--- src/logic/mems_settings.svh ---
`ifndef MEMS_SETTINGS_SVH
`define MEMS_SETTINGS_SVH

// Clocks per UART bit, kept small for simulation
`define MEMS_UART_DIV 8

// Clocks per SPI half period
`define MEMS_SPI_DIV 4

// Clocks per fclk half period
`define MEMS_FCLK_DIV 64

// SPI queue depth, also the starting credit count
`define MEMS_SPI_DEPTH 4

// Acknowledge FIFO depth
`define MEMS_ACK_DEPTH 4

// Bits per MEMS driver word
`define MEMS_WORD_W 24

`endif

--- src/logic/mems_pkg.sv ---
package mems_pkg;

  // Command nibble of a driver word
  typedef enum logic [3:0] {
    WRITE  = 4'd0,
    UPDATE = 4'd1, // Latch written values
    LINE   = 4'd2, // Toggles line_led
    FRAME  = 4'd3  // Toggles frame_led
  } mems_cmd_e;

  // One driver word, sent MSB first on the wire
  typedef struct packed {
    logic [3:0]  cmd;
    logic [3:0]  chan;
    logic [15:0] value;
  } mems_word_t;

  typedef logic [7:0] uart_byte_t; // Serial byte
  typedef logic [7:0] ack_t;       // XOR of the three word bytes

endpackage

--- src/logic/word_fifo.sv ---
`timescale 1ns/1ps

module word_fifo #(
  parameter type payload_t = logic [7:0],
  parameter int  DEPTH     = 4
) (
  input  logic     clk,
  input  logic     rst,
  input  logic     push,
  input  payload_t din,
  input  logic     pop,
  output payload_t dout,
  output logic     empty,
  output logic     full
);

  localparam int PW = (DEPTH > 1) ? $clog2(DEPTH) : 1; // Pointer width
  localparam int CW = $clog2(DEPTH + 1);               // Occupancy width

  payload_t      mem [DEPTH];
  logic [PW-1:0] wr_ptr;
  logic [PW-1:0] rd_ptr;
  logic [CW-1:0] count;
  logic          do_push;
  logic          do_pop;

  assign do_push = push && !full;  // Overflow ignored
  assign do_pop  = pop && !empty;  // Underflow ignored
  assign empty   = (count == '0);
  assign full    = (count == CW'(DEPTH));
  assign dout    = mem[rd_ptr];    // Head visible while not empty

  // Storage
  always_ff @(posedge clk) begin
    if (do_push) mem[wr_ptr] <= din;
  end

  always_ff @(posedge clk) begin
    if (rst) begin
      wr_ptr <= '0;
      rd_ptr <= '0;
      count  <= '0;
    end else begin
      if (do_push) wr_ptr <= (wr_ptr == PW'(DEPTH - 1)) ? '0 : wr_ptr + 1'b1; // Wrap
      if (do_pop)  rd_ptr <= (rd_ptr == PW'(DEPTH - 1)) ? '0 : rd_ptr + 1'b1;
      case ({do_push, do_pop})
        2'b10:   count <= count + 1'b1;
        2'b01:   count <= count - 1'b1;
        default: count <= count; // Both or neither
      endcase
    end
  end

endmodule

--- src/logic/uart_rx.sv ---
`timescale 1ns/1ps
`include "mems_settings.svh"

module uart_rx (
  input  logic                 clk,
  input  logic                 rst,
  input  logic                 rx,
  output mems_pkg::uart_byte_t rx_byte,
  output logic                 rx_valid
);

  localparam int CW = $clog2(`MEMS_UART_DIV);
  localparam logic [CW-1:0] LAST = CW'(`MEMS_UART_DIV - 1);     // Full bit
  localparam logic [CW-1:0] HALF = CW'(`MEMS_UART_DIV / 2 - 1); // Half bit

  typedef enum logic [1:0] {RX_IDLE, RX_START, RX_DATA, RX_STOP} rx_state_e;

  rx_state_e     state;
  logic [1:0]    rx_sync;  // Two flop synchroniser
  logic [CW-1:0] cnt;
  logic [2:0]    bit_cnt;
  logic          rx_s;

  assign rx_s = rx_sync[1];

  always_ff @(posedge clk) begin
    if (rst) begin
      rx_sync  <= 2'b11; // Line idles high
      state    <= RX_IDLE;
      cnt      <= '0;
      bit_cnt  <= '0;
      rx_valid <= 1'b0;
    end else begin
      rx_sync  <= {rx_sync[0], rx};
      rx_valid <= 1'b0;
      case (state)
        RX_IDLE: begin
          cnt <= '0;
          if (!rx_s) state <= RX_START; // Start edge
        end
        RX_START: begin
          if (cnt == HALF) begin
            cnt     <= '0;
            bit_cnt <= '0;
            state   <= rx_s ? RX_IDLE : RX_DATA; // Glitch, not a start bit
          end else begin
            cnt <= cnt + 1'b1;
          end
        end
        RX_DATA: begin
          if (cnt == LAST) begin
            cnt     <= '0;
            bit_cnt <= bit_cnt + 1'b1;
            if (bit_cnt == 3'd7) state <= RX_STOP;
          end else begin
            cnt <= cnt + 1'b1;
          end
        end
        RX_STOP: begin
          if (cnt == LAST) begin
            state    <= RX_IDLE;
            rx_valid <= rx_s; // Bad stop bit drops the byte
          end else begin
            cnt <= cnt + 1'b1;
          end
        end
        default: state <= RX_IDLE;
      endcase
    end
  end

  // Data bits arrive LSB first
  always_ff @(posedge clk) begin
    if (state == RX_DATA && cnt == LAST) rx_byte <= {rx_s, rx_byte[7:1]};
  end

endmodule

--- src/logic/uart_tx.sv ---
`timescale 1ns/1ps
`include "mems_settings.svh"

module uart_tx (
  input  logic           clk,
  input  logic           rst,
  input  mems_pkg::ack_t ack_byte,
  input  logic           ack_valid,
  input  logic           tx_block,
  output logic           ack_take,
  output logic           tx
);

  localparam int CW = $clog2(`MEMS_UART_DIV);
  localparam logic [CW-1:0] LAST = CW'(`MEMS_UART_DIV - 1);

  typedef enum logic {TX_IDLE, TX_SHIFT} tx_state_e;

  tx_state_e     state;
  logic [CW-1:0] cnt;
  logic [3:0]    bit_cnt;  // Bits already on the line
  logic [8:0]    shreg;    // Data bits then stop

  // Load only when idle and host not blocking
  assign ack_take = (state == TX_IDLE) && ack_valid && !tx_block;

  always_ff @(posedge clk) begin
    if (rst) begin
      state   <= TX_IDLE;
      tx      <= 1'b1;
      cnt     <= '0;
      bit_cnt <= '0;
    end else begin
      case (state)
        TX_IDLE: begin
          if (ack_take) begin
            tx      <= 1'b0; // Start bit
            cnt     <= '0;
            bit_cnt <= '0;
            state   <= TX_SHIFT;
          end
        end
        TX_SHIFT: begin
          if (cnt == LAST) begin
            cnt <= '0;
            if (bit_cnt == 4'd9) begin
              state <= TX_IDLE; // Stop bit done, tx already high
            end else begin
              tx      <= shreg[0];
              bit_cnt <= bit_cnt + 1'b1;
            end
          end else begin
            cnt <= cnt + 1'b1;
          end
        end
        default: state <= TX_IDLE;
      endcase
    end
  end

  always_ff @(posedge clk) begin
    if (ack_take) begin
      shreg <= {1'b1, ack_byte};
    end else if (state == TX_SHIFT && cnt == LAST) begin
      shreg <= {1'b1, shreg[8:1]}; // LSB first
    end
  end

endmodule

--- src/logic/mems_control.sv ---
`timescale 1ns/1ps
`include "mems_settings.svh"

module mems_control (
  input  logic                 clk,
  input  logic                 rst,
  input  mems_pkg::uart_byte_t rx_byte,
  input  logic                 rx_valid,
  input  logic                 credit,
  input  logic                 ack_take,
  output mems_pkg::mems_word_t word,
  output logic                 word_push,
  output logic                 cts,
  output mems_pkg::ack_t       ack_byte,
  output logic                 ack_valid,
  output logic                 line_led,
  output logic                 frame_led,
  output logic                 fclk
);

  localparam int CRW = $clog2(`MEMS_SPI_DEPTH + 1);
  localparam int FW  = $clog2(`MEMS_FCLK_DIV);

  logic [1:0]     idx;      // Byte position in word
  logic [23:0]    asm_q;    // MSB byte arrives first
  mems_pkg::ack_t xor_q;    // Running XOR of word bytes
  logic           pending;  // Full word waiting for release
  logic           accept;
  logic [CRW-1:0] cred;
  logic           ack_empty;
  logic           ack_full;
  logic [FW-1:0]  fcnt;

  assign word      = mems_pkg::mems_word_t'(asm_q);
  assign cts       = (cred != '0);
  assign word_push = pending && cts && !ack_full; // Needs credit and ack room
  assign accept    = rx_valid && (!pending || word_push);
  assign ack_valid = !ack_empty;

  // Byte assembly
  always_ff @(posedge clk) begin
    if (rst) begin
      idx     <= '0;
      pending <= 1'b0;
    end else begin
      if (word_push) pending <= 1'b0;
      if (accept) begin
        if (idx == 2'd2) begin
          idx     <= '0;
          pending <= 1'b1; // Released next cycle at the earliest
        end else begin
          idx <= idx + 1'b1;
        end
      end
    end
  end

  always_ff @(posedge clk) begin
    if (accept) begin
      asm_q <= {asm_q[15:0], rx_byte};
      xor_q <= (idx == 2'd0) ? rx_byte : (xor_q ^ rx_byte);
    end
  end

  // Credits toward the SPI queue
  always_ff @(posedge clk) begin
    if (rst) begin
      cred <= CRW'(`MEMS_SPI_DEPTH);
    end else begin
      case ({word_push, credit})
        2'b10:   cred <= cred - 1'b1;
        2'b01:   cred <= cred + 1'b1;
        default: cred <= cred; // Both cancel
      endcase
    end
  end

  // LED toggles on release
  always_ff @(posedge clk) begin
    if (rst) begin
      line_led  <= 1'b0;
      frame_led <= 1'b0;
    end else if (word_push) begin
      if (word.cmd == mems_pkg::LINE)  line_led  <= ~line_led;
      if (word.cmd == mems_pkg::FRAME) frame_led <= ~frame_led;
    end
  end

  // Free running frame clock
  always_ff @(posedge clk) begin
    if (rst) begin
      fcnt <= '0;
      fclk <= 1'b0;
    end else if (fcnt == FW'(`MEMS_FCLK_DIV - 1)) begin
      fcnt <= '0;
      fclk <= ~fclk;
    end else begin
      fcnt <= fcnt + 1'b1;
    end
  end

  word_fifo #(
    .payload_t (mems_pkg::ack_t),
    .DEPTH     (`MEMS_ACK_DEPTH)
  ) ack_fifo_i (
    .clk   (clk),
    .rst   (rst),
    .push  (word_push), // Ack queued with the word
    .din   (xor_q),
    .pop   (ack_take),
    .dout  (ack_byte),
    .empty (ack_empty),
    .full  (ack_full)
  );

endmodule

--- src/logic/mems_spi.sv ---
`timescale 1ns/1ps
`include "mems_settings.svh"

module mems_spi (
  input  logic                 clk,
  input  logic                 rst,
  input  mems_pkg::mems_word_t word,
  input  logic                 word_push,
  output logic                 credit,
  output logic                 spi_cs,
  output logic                 spi_sck,
  output logic                 spi_mosi
);

  localparam int DW = $clog2(`MEMS_SPI_DIV);
  localparam int BW = $clog2(`MEMS_WORD_W);

  typedef enum logic [1:0] {SPI_IDLE, SPI_SHIFT, SPI_TAIL, SPI_GAP} spi_state_e;

  spi_state_e           state;
  mems_pkg::mems_word_t head;
  logic                 q_empty;
  logic                 pop;
  logic [DW-1:0]        div_cnt;
  logic                 tick;    // Half period boundary
  logic [BW-1:0]        bit_cnt;
  logic [`MEMS_WORD_W-1:0] shreg;

  assign pop    = (state == SPI_IDLE) && !q_empty;
  assign credit = pop; // One credit back per popped word
  assign tick   = (div_cnt == DW'(`MEMS_SPI_DIV - 1));

  always_ff @(posedge clk) begin
    if (rst) begin
      state    <= SPI_IDLE;
      spi_cs   <= 1'b1;
      spi_sck  <= 1'b0;
      spi_mosi <= 1'b0;
      div_cnt  <= '0;
      bit_cnt  <= '0;
    end else begin
      div_cnt <= (state == SPI_IDLE || tick) ? '0 : div_cnt + 1'b1;
      case (state)
        SPI_IDLE: begin
          if (pop) begin
            spi_cs   <= 1'b0;
            spi_mosi <= head[`MEMS_WORD_W-1]; // MSB ready before first rise
            bit_cnt  <= '0;
            state    <= SPI_SHIFT;
          end
        end
        SPI_SHIFT: begin
          if (tick) begin
            spi_sck <= ~spi_sck;
            if (spi_sck) begin // Falling edge
              if (bit_cnt == BW'(`MEMS_WORD_W - 1)) begin
                state <= SPI_TAIL;
              end else begin
                spi_mosi <= shreg[`MEMS_WORD_W-1];
                bit_cnt  <= bit_cnt + 1'b1;
              end
            end
          end
        end
        SPI_TAIL: begin
          if (tick) begin
            spi_cs <= 1'b1; // Half period after last fall
            state  <= SPI_GAP;
          end
        end
        SPI_GAP: begin
          if (tick) state <= SPI_IDLE; // Minimum cs high time
        end
        default: state <= SPI_IDLE;
      endcase
    end
  end

  // Remaining bits, next one at the top
  always_ff @(posedge clk) begin
    if (pop) begin
      shreg <= {head[`MEMS_WORD_W-2:0], 1'b0};
    end else if (state == SPI_SHIFT && tick && spi_sck) begin
      shreg <= {shreg[`MEMS_WORD_W-2:0], 1'b0};
    end
  end

  // Credits keep this queue from overflowing
  word_fifo #(
    .payload_t (mems_pkg::mems_word_t),
    .DEPTH     (`MEMS_SPI_DEPTH)
  ) word_fifo_i (
    .clk   (clk),
    .rst   (rst),
    .push  (word_push),
    .din   (word),
    .pop   (pop),
    .dout  (head),
    .empty (q_empty),
    .full  ()
  );

endmodule

--- src/logic/mems_top.sv ---
`timescale 1ns/1ps

module mems_top (
  input  logic clk,
  input  logic rst,
  input  logic rx,        // From host, idle high
  output logic tx,        // Acks to host
  input  logic tx_block,  // Host receive buffer full
  output logic cts,       // Host may send
  output logic spi_cs,    // Active low
  output logic spi_sck,
  output logic spi_mosi,
  output logic fclk,      // Mirror filter clock
  output logic line_led,
  output logic frame_led
);

  mems_pkg::uart_byte_t rx_byte;
  logic                 rx_valid;
  mems_pkg::mems_word_t word;
  logic                 word_push;
  logic                 credit;
  mems_pkg::ack_t       ack_byte;
  logic                 ack_valid;
  logic                 ack_take;

  uart_rx uart_rx_i (
    .clk      (clk),
    .rst      (rst),
    .rx       (rx),
    .rx_byte  (rx_byte),
    .rx_valid (rx_valid)
  );

  uart_tx uart_tx_i (
    .clk       (clk),
    .rst       (rst),
    .ack_byte  (ack_byte),
    .ack_valid (ack_valid),
    .tx_block  (tx_block),
    .ack_take  (ack_take),
    .tx        (tx)
  );

  mems_control mems_control_i (
    .clk       (clk),
    .rst       (rst),
    .rx_byte   (rx_byte),
    .rx_valid  (rx_valid),
    .credit    (credit),
    .ack_take  (ack_take),
    .word      (word),
    .word_push (word_push),
    .cts       (cts),
    .ack_byte  (ack_byte),
    .ack_valid (ack_valid),
    .line_led  (line_led),
    .frame_led (frame_led),
    .fclk      (fclk)
  );

  mems_spi mems_spi_i (
    .clk       (clk),
    .rst       (rst),
    .word      (word),
    .word_push (word_push),
    .credit    (credit),
    .spi_cs    (spi_cs),
    .spi_sck   (spi_sck),
    .spi_mosi  (spi_mosi)
  );

endmodule

--- config.mk ---
export PLATFORM = sky130hd
export DESIGN_NAME = mems_top
export DESIGN_NICKNAME = d
export VERILOG_FILES = /design/src/logic/mems_pkg.sv /design/src/logic/word_fifo.sv /design/src/logic/uart_rx.sv /design/src/logic/uart_tx.sv /design/src/logic/mems_control.sv /design/src/logic/mems_spi.sv /design/src/logic/mems_top.sv
export VERILOG_INCLUDE_DIRS = /design/src /design/src/logic
export SDC_FILE = /design/constraint.sdc
export NUM_CORES = 1
export LEC_CHECK = 0
export ABC_AREA = 0
export BUFFER_PORTS_ARGS = -buffer_cell sky130_fd_sc_hd__buf_4
export CORE_MARGIN = 4
export CORE_UTILIZATION = 45
export CTS_CLUSTER_DIAMETER = 100
export DETAILED_ROUTE_END_ITERATION = 8
export SYNTH_ARGS = -nofsm -noshare
export SYNTH_HDL_FRONTEND = slang
export SYNTH_SLANG_ARGS = --single-unit
--- constraint.sdc ---
create_clock -name clk -period 3.75 [get_ports clk]
set_input_delay 0.375 -clock clk [delete_from_list [all_inputs] [get_ports clk]]
set_output_delay 0.375 -clock clk [all_outputs]
set_load 0.005 [all_outputs]
==> results of run 1 <==
-- metrics by stage --
step / power, µW / area (µm²) / instances / setup WS (ns)
after floorplan: 4060 / 10600 / 724 / 1.33
after global placement: 4250 / 11000 / 1033 / 1.00
after detailed placement: 4280 / 11000 / 1033 / 0.917
after CTS: 7010 / 11900 / 1081 / 0.946
after global routing: 7260 / 11900 / 1081 / 0.708
final: 6940 / 11900 / 1081 / 0.968
-- power breakdown --
part / switching [µW] / internal, µW / total (µW)
clock: 1050 / 1680 / 2730
sequential: 101 / 3280 / 3380
combinational: 477 / 353 / 831
-- cell usage after synthesis (5+ instances only) --
master and count:
ha_1 37, o21ai_0 13, inv_1 30, nand2b_1 8, nor3_1 9, nand2_1 120, nor2_1 33, and2_1 15
dfxtp_1 65, mux2i_1 6, xnor2_1 13, edfxtp_1 199, buf_2 9, a311oi_1 5, clkbuf_1 11, a21oi_1 27
xor2_1 11, nand3_1 22, mux4_2 32, or3_1 6
-- kinds of logic after synthesis --
| logic type | Yosys count | share of synthesized area |
|---|---|---|
| compound gates | 61 | 0.0377 |
| xor+xnor | 24 | 0.0199 |
| fa+ha+maj | 40 | 0.0496 |
| buf+inv | 56 | 0.0224 |
| flops | 264 | 0.690 |
| mux | 38 | 0.0740 |
| simple gates | 241 | 0.107 |
-- final timing paths --
path / startpoint / end / cells past startpoint
max: mems_control_i.ack_fifo_i.count[0]$_SDFFE_PP0P_ / mems_control_i.ack_fifo_i.count[2]$_SDFFE_PP0P_ / 9
min: rx / uart_rx_i.rx_sync[0]$_SDFF_PP1_ / 2
max reg2reg: mems_control_i.ack_fifo_i.count[0]$_SDFFE_PP0P_ / mems_control_i.ack_fifo_i.count[2]$_SDFFE_PP0P_ / 9
min reg2reg: uart_rx_i.rx_sync[0]$_SDFF_PP1_ / uart_rx_i.rx_sync[1]$_SDFF_PP1_ / 1
-- registers in the layout, indices dropped and copies added, names as in the netlist, 4 cells and up, named ones only --
signal,count
mems_control_i.ack_fifo_i.mem,32
mems_control_i.fcnt,6
mems_control_i.word,24
mems_control_i.xor_q,8
mems_spi_i.bit_cnt,5
mems_spi_i.shreg,23
mems_spi_i.word_fifo_i.mem,96
uart_rx_i.rx_byte,8
uart_tx_i.bit_cnt,4
uart_tx_i.shreg,8
-- metal layers --
layer	track usage	routed length (µm)
met1	0.183	7920
met2	0.255	9260
met5	0	0
met4	0.0376	316
met3	0.0237	699
-- layout by cell type, fill, tap and decap left out, types with 2 or more instances in the layout --
| cell type | instances |
|---|---|
| edfxtp_1 | 199 |
| nand2_1 | 120 |
| dfxtp_1 | 65 |
| ha_1 | 37 |
| nor2_1 | 33 |
| mux4_2 | 32 |
| inv_1 | 30 |
| a21oi_1 | 27 |
| clkbuf_16 | 27 |
| nand3_1 | 22 |
| buf_4 | 20 |
| and2_1 | 15 |
| o21ai_0 | 13 |
| xnor2_1 | 13 |
| xor2_1 | 11 |
| nor3_1 | 9 |
| nand2b_1 | 8 |
| mux2i_1 | 6 |
| or3_1 | 6 |
| clkinv_2 | 6 |
| a311oi_1 | 5 |
| bufinv_16 | 5 |
| clkinv_1 | 4 |
| clkbuf_1 | 4 |
| nor4_1 | 3 |
| nand4_1 | 3 |
| nor2b_1 | 3 |
| or2_2 | 3 |
| fa_1 | 3 |
| nand3b_1 | 2 |
| nor4b_1 | 2 |
| and3_1 | 2 |
| nand4b_1 | 2 |
| o22ai_1 | 2 |
| a41o_1 | 2 |
| a211oi_1 | 2 |
| o21ai_1 | 2 |
| nor3_2 | 2 |
-- critical path: cells and delay by family, from the launching register on --
family | cells | cell delay (ns)
and+or+nand+nor | 3 | 0.95
xor gates and xnor gates | 1 | 0.16
AOI/OAI and AO/OA | 1 | 0.14
DFF | 1 | 0.40
adders and majority gates | 2 | 0.63
buffers and inverters | 2 | 0.44
-- area by class of cell --
type | instances | area (µm²)
Timing Repair Buffer | 21 | 170
Clock inverter | 16 | 204
Tap cell | 313 | 392
Multi-Input combinational cell | 404 | 3050
Sequential cell | 264 | 7280
Inverter | 31 | 116
Fill cell | 1878 | 10900
Clock buffer | 32 | 704
==> qor.csv, run 1 <==
metric,value,unit
CP peak stage delay,0.56,ns
Core Area,22800,µm²
CTS tree,built,
Detailed Route WL,18.2,mm
Die Ht,161,µm
first-pass GRT wire length,30.4,mm
Syn Nets,768,
Post-synth EDFFs,199,
gpl congestion,0.739,
Hold Path Class,primary input to flop,
Residual DRC,0,
Hold Buf Count CTS,0,
cell accounting for the most synthesized area,edfxtp_1,
maximum VDD drop,288,µV
FP Rows,55,
post-layout util,0.521,
Max Cap Violations,0,
nets,792,
Critical-path top delay cell,or3_1,
"Max FO, Critical Path",19,
ys async rst share,0,
Initial Util,0.462,
full die area,26000,µm²
number of global-route vias before repair,5871,
fin crit share,0.742,
htree depth,1,
postcts setup bufs,0,
clk buf depth,3,
die extent in x,161,µm
Synth top area share,0.566,
largest net degree at the start of global routing,59,
#FFs+latches synth,264,
Lkg Pwr,0.00409,µW
syn_area_per_cell,14.6,µm²
Setup crit start kind,flop,
max_slew headroom,0.241,
Cell variety after synth,51,
slew at the pin closest to its max-slew limit,1.13,ns
setup_tns,0,ns
crit end category,flop,
grt ovf,0,
total number of vias,5613,
port bufs,11,
Routed WL per cell,16.8,µm
ANT nets after route,0,
vias per inst,5.19,
Initial DRT Pass Iterations,4,
Layout area overhead,12.9,%
Final Hold Fails,0,
Total GRT Usage,0.143,
CTS buffer count,26,
main flop type after synthesis,edfxtp_1,
Yosys warning count,0,
CP Cell Sequence,nor3_1 -> or3_1 -> inv_1 -> ha_1 -> inv_1 -> fa_1 -> xor2_1 -> or3_1 -> a21oi_1,
Hold WS,0.0344,ns
share of cells above drive strength 1,0.139,
"Min Clock Period, post-route",2.78,ns
DP HPWL,11.5,mm
"Reg clk slew, reported paths",0.06,ns
max frequency,359,MHz
"Seq/Total Area, Yosys",0.690,
top area cells in the synthesized netlist,"edfxtp_1, dfxtp_1, mux4_2",
Worst-Skew Late Latency,0.52,ns
Clock Skew,0.0144,ns
final setup fails,0,
CTS Root Cell,clkbuf_16,
R2R Setup Slk,0.97,ns
outcome,"finished, final reports clean",
pwr/cell area,582,nW/µm²
total clock sinks,264,
Cells after Synth,724,
Slew Limit Fails,0,
initial antenna violation count,0,
ANT cells,0,
RSZ-0062 raised after global routing,no,
Iter 0 DRT Violations,413,
Critical Path AT,3.23,ns
WS Path Type,flop to flop,
# IOs,12,
Worst EP required,4.20,ns
cts repair resizes,0,
cell area after synthesis,10600,µm²
(Power assumes the default switching activity.)
==> run 2, diff against run 1 <==
--- a/config.mk
+++ b/config.mk
@@ -6,7 +6,7 @@
 export SDC_FILE = /design/constraint.sdc
 export NUM_CORES = 1
 export LEC_CHECK = 0
-export ABC_AREA = 0
+export ABC_AREA = 1
 export BUFFER_PORTS_ARGS = -buffer_cell sky130_fd_sc_hd__buf_4
 export CORE_MARGIN = 4
 export CORE_UTILIZATION = 45
==> constraint.sdc (replaced) <==
create_clock -name clk -period 2.5 [get_ports clk]
set_input_delay 0.25 -clock clk [delete_from_list [all_inputs] [get_ports clk]]
set_output_delay 0.25 -clock clk [all_outputs]
set_load 0.005 [all_outputs]
==> run 2 against run 1 <==
Against the previous run: global-route usage increased by 1.1 points; largest power group unchanged; clock power up 47%; largest cell class unchanged; cell area rose by 2.0%; critical path depth is 3 higher; worst setup slack lost 0.64 ns; combinational power is 18% lower.
==> qor.csv, run 2 <==
metric,value,unit
syn_area_per_cell,11.3,µm²
Syn Nets,999,
fin crit share,0.870,
ANT nets after route,0,
Synth top area share,0.555,
WS Path Type,flop to flop,
WHS Endpoint,mems_control_i.fcnt[2]$_SDFF_PP0_,
CTS Root Cell,clkbuf_16,
Residual DRC,0,
maximum VDD drop,527,µV
Cells after Synth,955,
Detailed Route WL,20.0,mm
CTS buffer count,28,
Clk pwr share,0.422,
RSZ-0062 raised after global routing,no,
Worst R2R End,mems_spi_i.word_fifo_i.count[2]$_SDFFE_PP0P_,
Yosys warning count,0,
Post-synth EDFFs,199,
number of global-route vias before repair,6423,
cell area after synthesis,10800,µm²
"Max FO, Critical Path",7,
slew at the pin closest to its max-slew limit,0.627,ns
Setup crit start kind,flop,
grt ovf,0,
die extent in x,163,µm
max reg flops,96,
part of the power in registers,0.506,
Pwr Total,9510,µW
Filler Cell Count,2067,
top area cells in the synthesized netlist,"edfxtp_1, dfxtp_1, nor2_1",
# IOs,12,
total number of vias,6517,
Largest Register,mems_spi_i.word_fifo_i.mem,
Hold WS,0.0894,ns
DP HPWL,12.1,mm
top-count cell post-synth,nor2_1,
htree depth,1,
dpl ws,0.345,ns
Final Hold Fails,0,
total clock sinks,264,
Register Area,7280,µm²
Worst-Skew Late Latency,0.53,ns
Core Area,23500,µm²
Total GRT Usage,0.154,
most common library cells after synthesis,"nor2_1, edfxtp_1, nand2_1",
cts repair resizes,0,
nets,1030,
max frequency,460,MHz
setup_tns,0,ns
Iter 0 DRT Violations,397,
hold path cells,2,
R2R Setup Slk,0.32,ns
cell accounting for the most synthesized area,edfxtp_1,
Net Sw Power,2110,µW
outcome,"finished, final reports clean",
crit end category,flop,
share of cells above drive strength 1,0.0962,
"Min Clock Period, post-route",2.18,ns
Layout area overhead,12.9,%
FP Rows,56,
clk buf depth,3,
Routed WL per cell,15.1,µm
RR Startpoint,mems_control_i.cred[0]$_SDFFE_PP0P_,
internal power,7400,µW
ANT cells,0,
r2r worst-path depth,12,
Critical Path AT,2.59,ns
Hold Crit Start,rst,
gpl congestion,0.792,
full die area,26500,µm²
combinational power share,0.072,
"most common cell after layout, fill and taps aside",nor2_1,
Hold Path Class,primary input to flop,
#FFs+latches synth,264,
Lkg Pwr,0.00445,µW
area of the multi-input gates,3020,µm²
pwr/cell area,783,nW/µm²
first-pass GRT wire length,33.2,mm
Max Cap Violations,0,
Worst EP required,2.91,ns
main flop type after synthesis,edfxtp_1,
largest net degree at the start of global routing,48,
Cell variety after synth,36,
CTS tree,built,
"Reg clk slew, reported paths",0.06,ns
most frequent cells in the layout,"nor2_1, edfxtp_1, nand2_1",
Initial Util,0.459,
"Seq/Total Area, Yosys",0.676,
vias per inst,4.91,
Die Ht,163,µm
max_slew headroom,0.582,
final setup fails,0,
port bufs,11,
Initial DRT Pass Iterations,4,
switching fraction of total power,0.222,
fin worst setup slack,0.324,ns
Slew Limit Fails,0,
ys async rst share,0,
Clock Skew,0.0170,ns
initial antenna violation count,0,
[run 2: cell types whose count changed in the layout (fill, tap and decap cells not counted), moves of 7 or more]
cell / delta
a31oi_1: +29
xor2_1: -7
nor2_1: +184
inv_1: +41
buf_4: +11
o21ai_0: +68
mux4_2: -32
and2_1: -15
nand2b_1: -8
nand2_1: -27
[run 2: routing by layer]
metal  global-route usage  vias to the layer above  wire length (µm)
li1                     -                     3325                 -
met5                    0                        -                 0
met1                0.213                     3088              9540
met4               0.0370                        0               405
met2                0.260                       72              9530
met3               0.0223                       32               559
[run 2: cells by family (layout without fill, tap and decap cells)]
kind of cell	after synthesis	in the layout	share of synthesized area
XOR/XNOR	14	14	0.0114
adder cells (fa/ha/maj)	40	40	0.0486
flip-flops	264	264	0.676
AND/OR/NAND/NOR	368	368	0.139
AO/OA/AOI/OAI	159	159	0.0799
buffers and inverters	110	163	0.0454
[run 2: area by class of cell]
type	instances	area share
clock inverters	14	0.0117
inverters	78	0.0241
flip-flops and latches	264	0.599
repair buffers	33	0.0216
multi-input cells	581	0.249
well taps	319	0.0328
clock buffers	38	0.0625
[run 2: what timing repair did]
item	in CTS	in global routing
hold buffers	1	0
endpoints found under the setup margin	0	0
buffers inserted	0	0
endpoints found under the hold margin	1	0
[run 2: critical path, cell delays in order (launching register included)]
cell and delay [ns]:
dfxtp_1 0.34, nor2_1 0.11, nand2_1 0.09, nand3_1 0.12, nor2_1 0.07, inv_1 0.23
ha_1 0.20, inv_1 0.06, fa_1 0.39, a21oi_1 0.16, o21ai_0 0.11, o21ai_0 0.15
a21oi_1 0.05
[run 2: power groups by stage]
stage | Sequential [µW] | Combinational [µW] | Clock [µW]
2_1_floorplan | 4890 | 542 | 0
3_3_place_gp | 4900 | 685 | 0
3_5_place_dp | 4900 | 686 | 0
4_1_cts | 4810 | 692 | 4120
5_1_grt | 4820 | 802 | 4310
6_report | 4810 | 683 | 4020
[run 2: worst max path at each step]
| stage | start | to | slack, ns | cells past startpoint |
|---|---|---|---|---|
| 6_report | mems_control_i.cred[0]$_SDFFE_PP0P_ | mems_spi_i.word_fifo_i.count[2]$_SDFFE_PP0P_ | 0.32 | 12 |
| 5_1_grt | mems_control_i.ack_fifo_i.count[1]$_SDFFE_PP0P_ | mems_spi_i.word_fifo_i.count[2]$_SDFFE_PP0P_ | 0.05 | 12 |
| 3_5_place_dp | mems_control_i.cred[0]$_SDFFE_PP0P_ | mems_spi_i.word_fifo_i.count[2]$_SDFFE_PP0P_ | 0.35 | 12 |
| 2_1_floorplan | mems_control_i.cred[0]$_SDFFE_PP0P_ | mems_control_i.word[0]$_DFFE_PP_ | 0.05 | 4 |
| 4_1_cts | mems_control_i.cred[0]$_SDFFE_PP0P_ | mems_spi_i.word_fifo_i.count[2]$_SDFFE_PP0P_ | 0.34 | 12 |
| 3_3_place_gp | mems_control_i.cred[0]$_SDFFE_PP0P_ | mems_spi_i.word_fifo_i.count[2]$_SDFFE_PP0P_ | 0.37 | 12 |
[run 2: per-stage QoR]
step / area [µm²] / util / std cells
after floorplan: 10800 / - / 955
after CTS: 12200 / 0.518 / 1327
after global routing: 12200 / 0.518 / 1327
final: 12200 / 0.518 / 1327
after detailed placement: 11200 / 0.479 / 1274
after global placement: 11200 / 0.479 / 1274
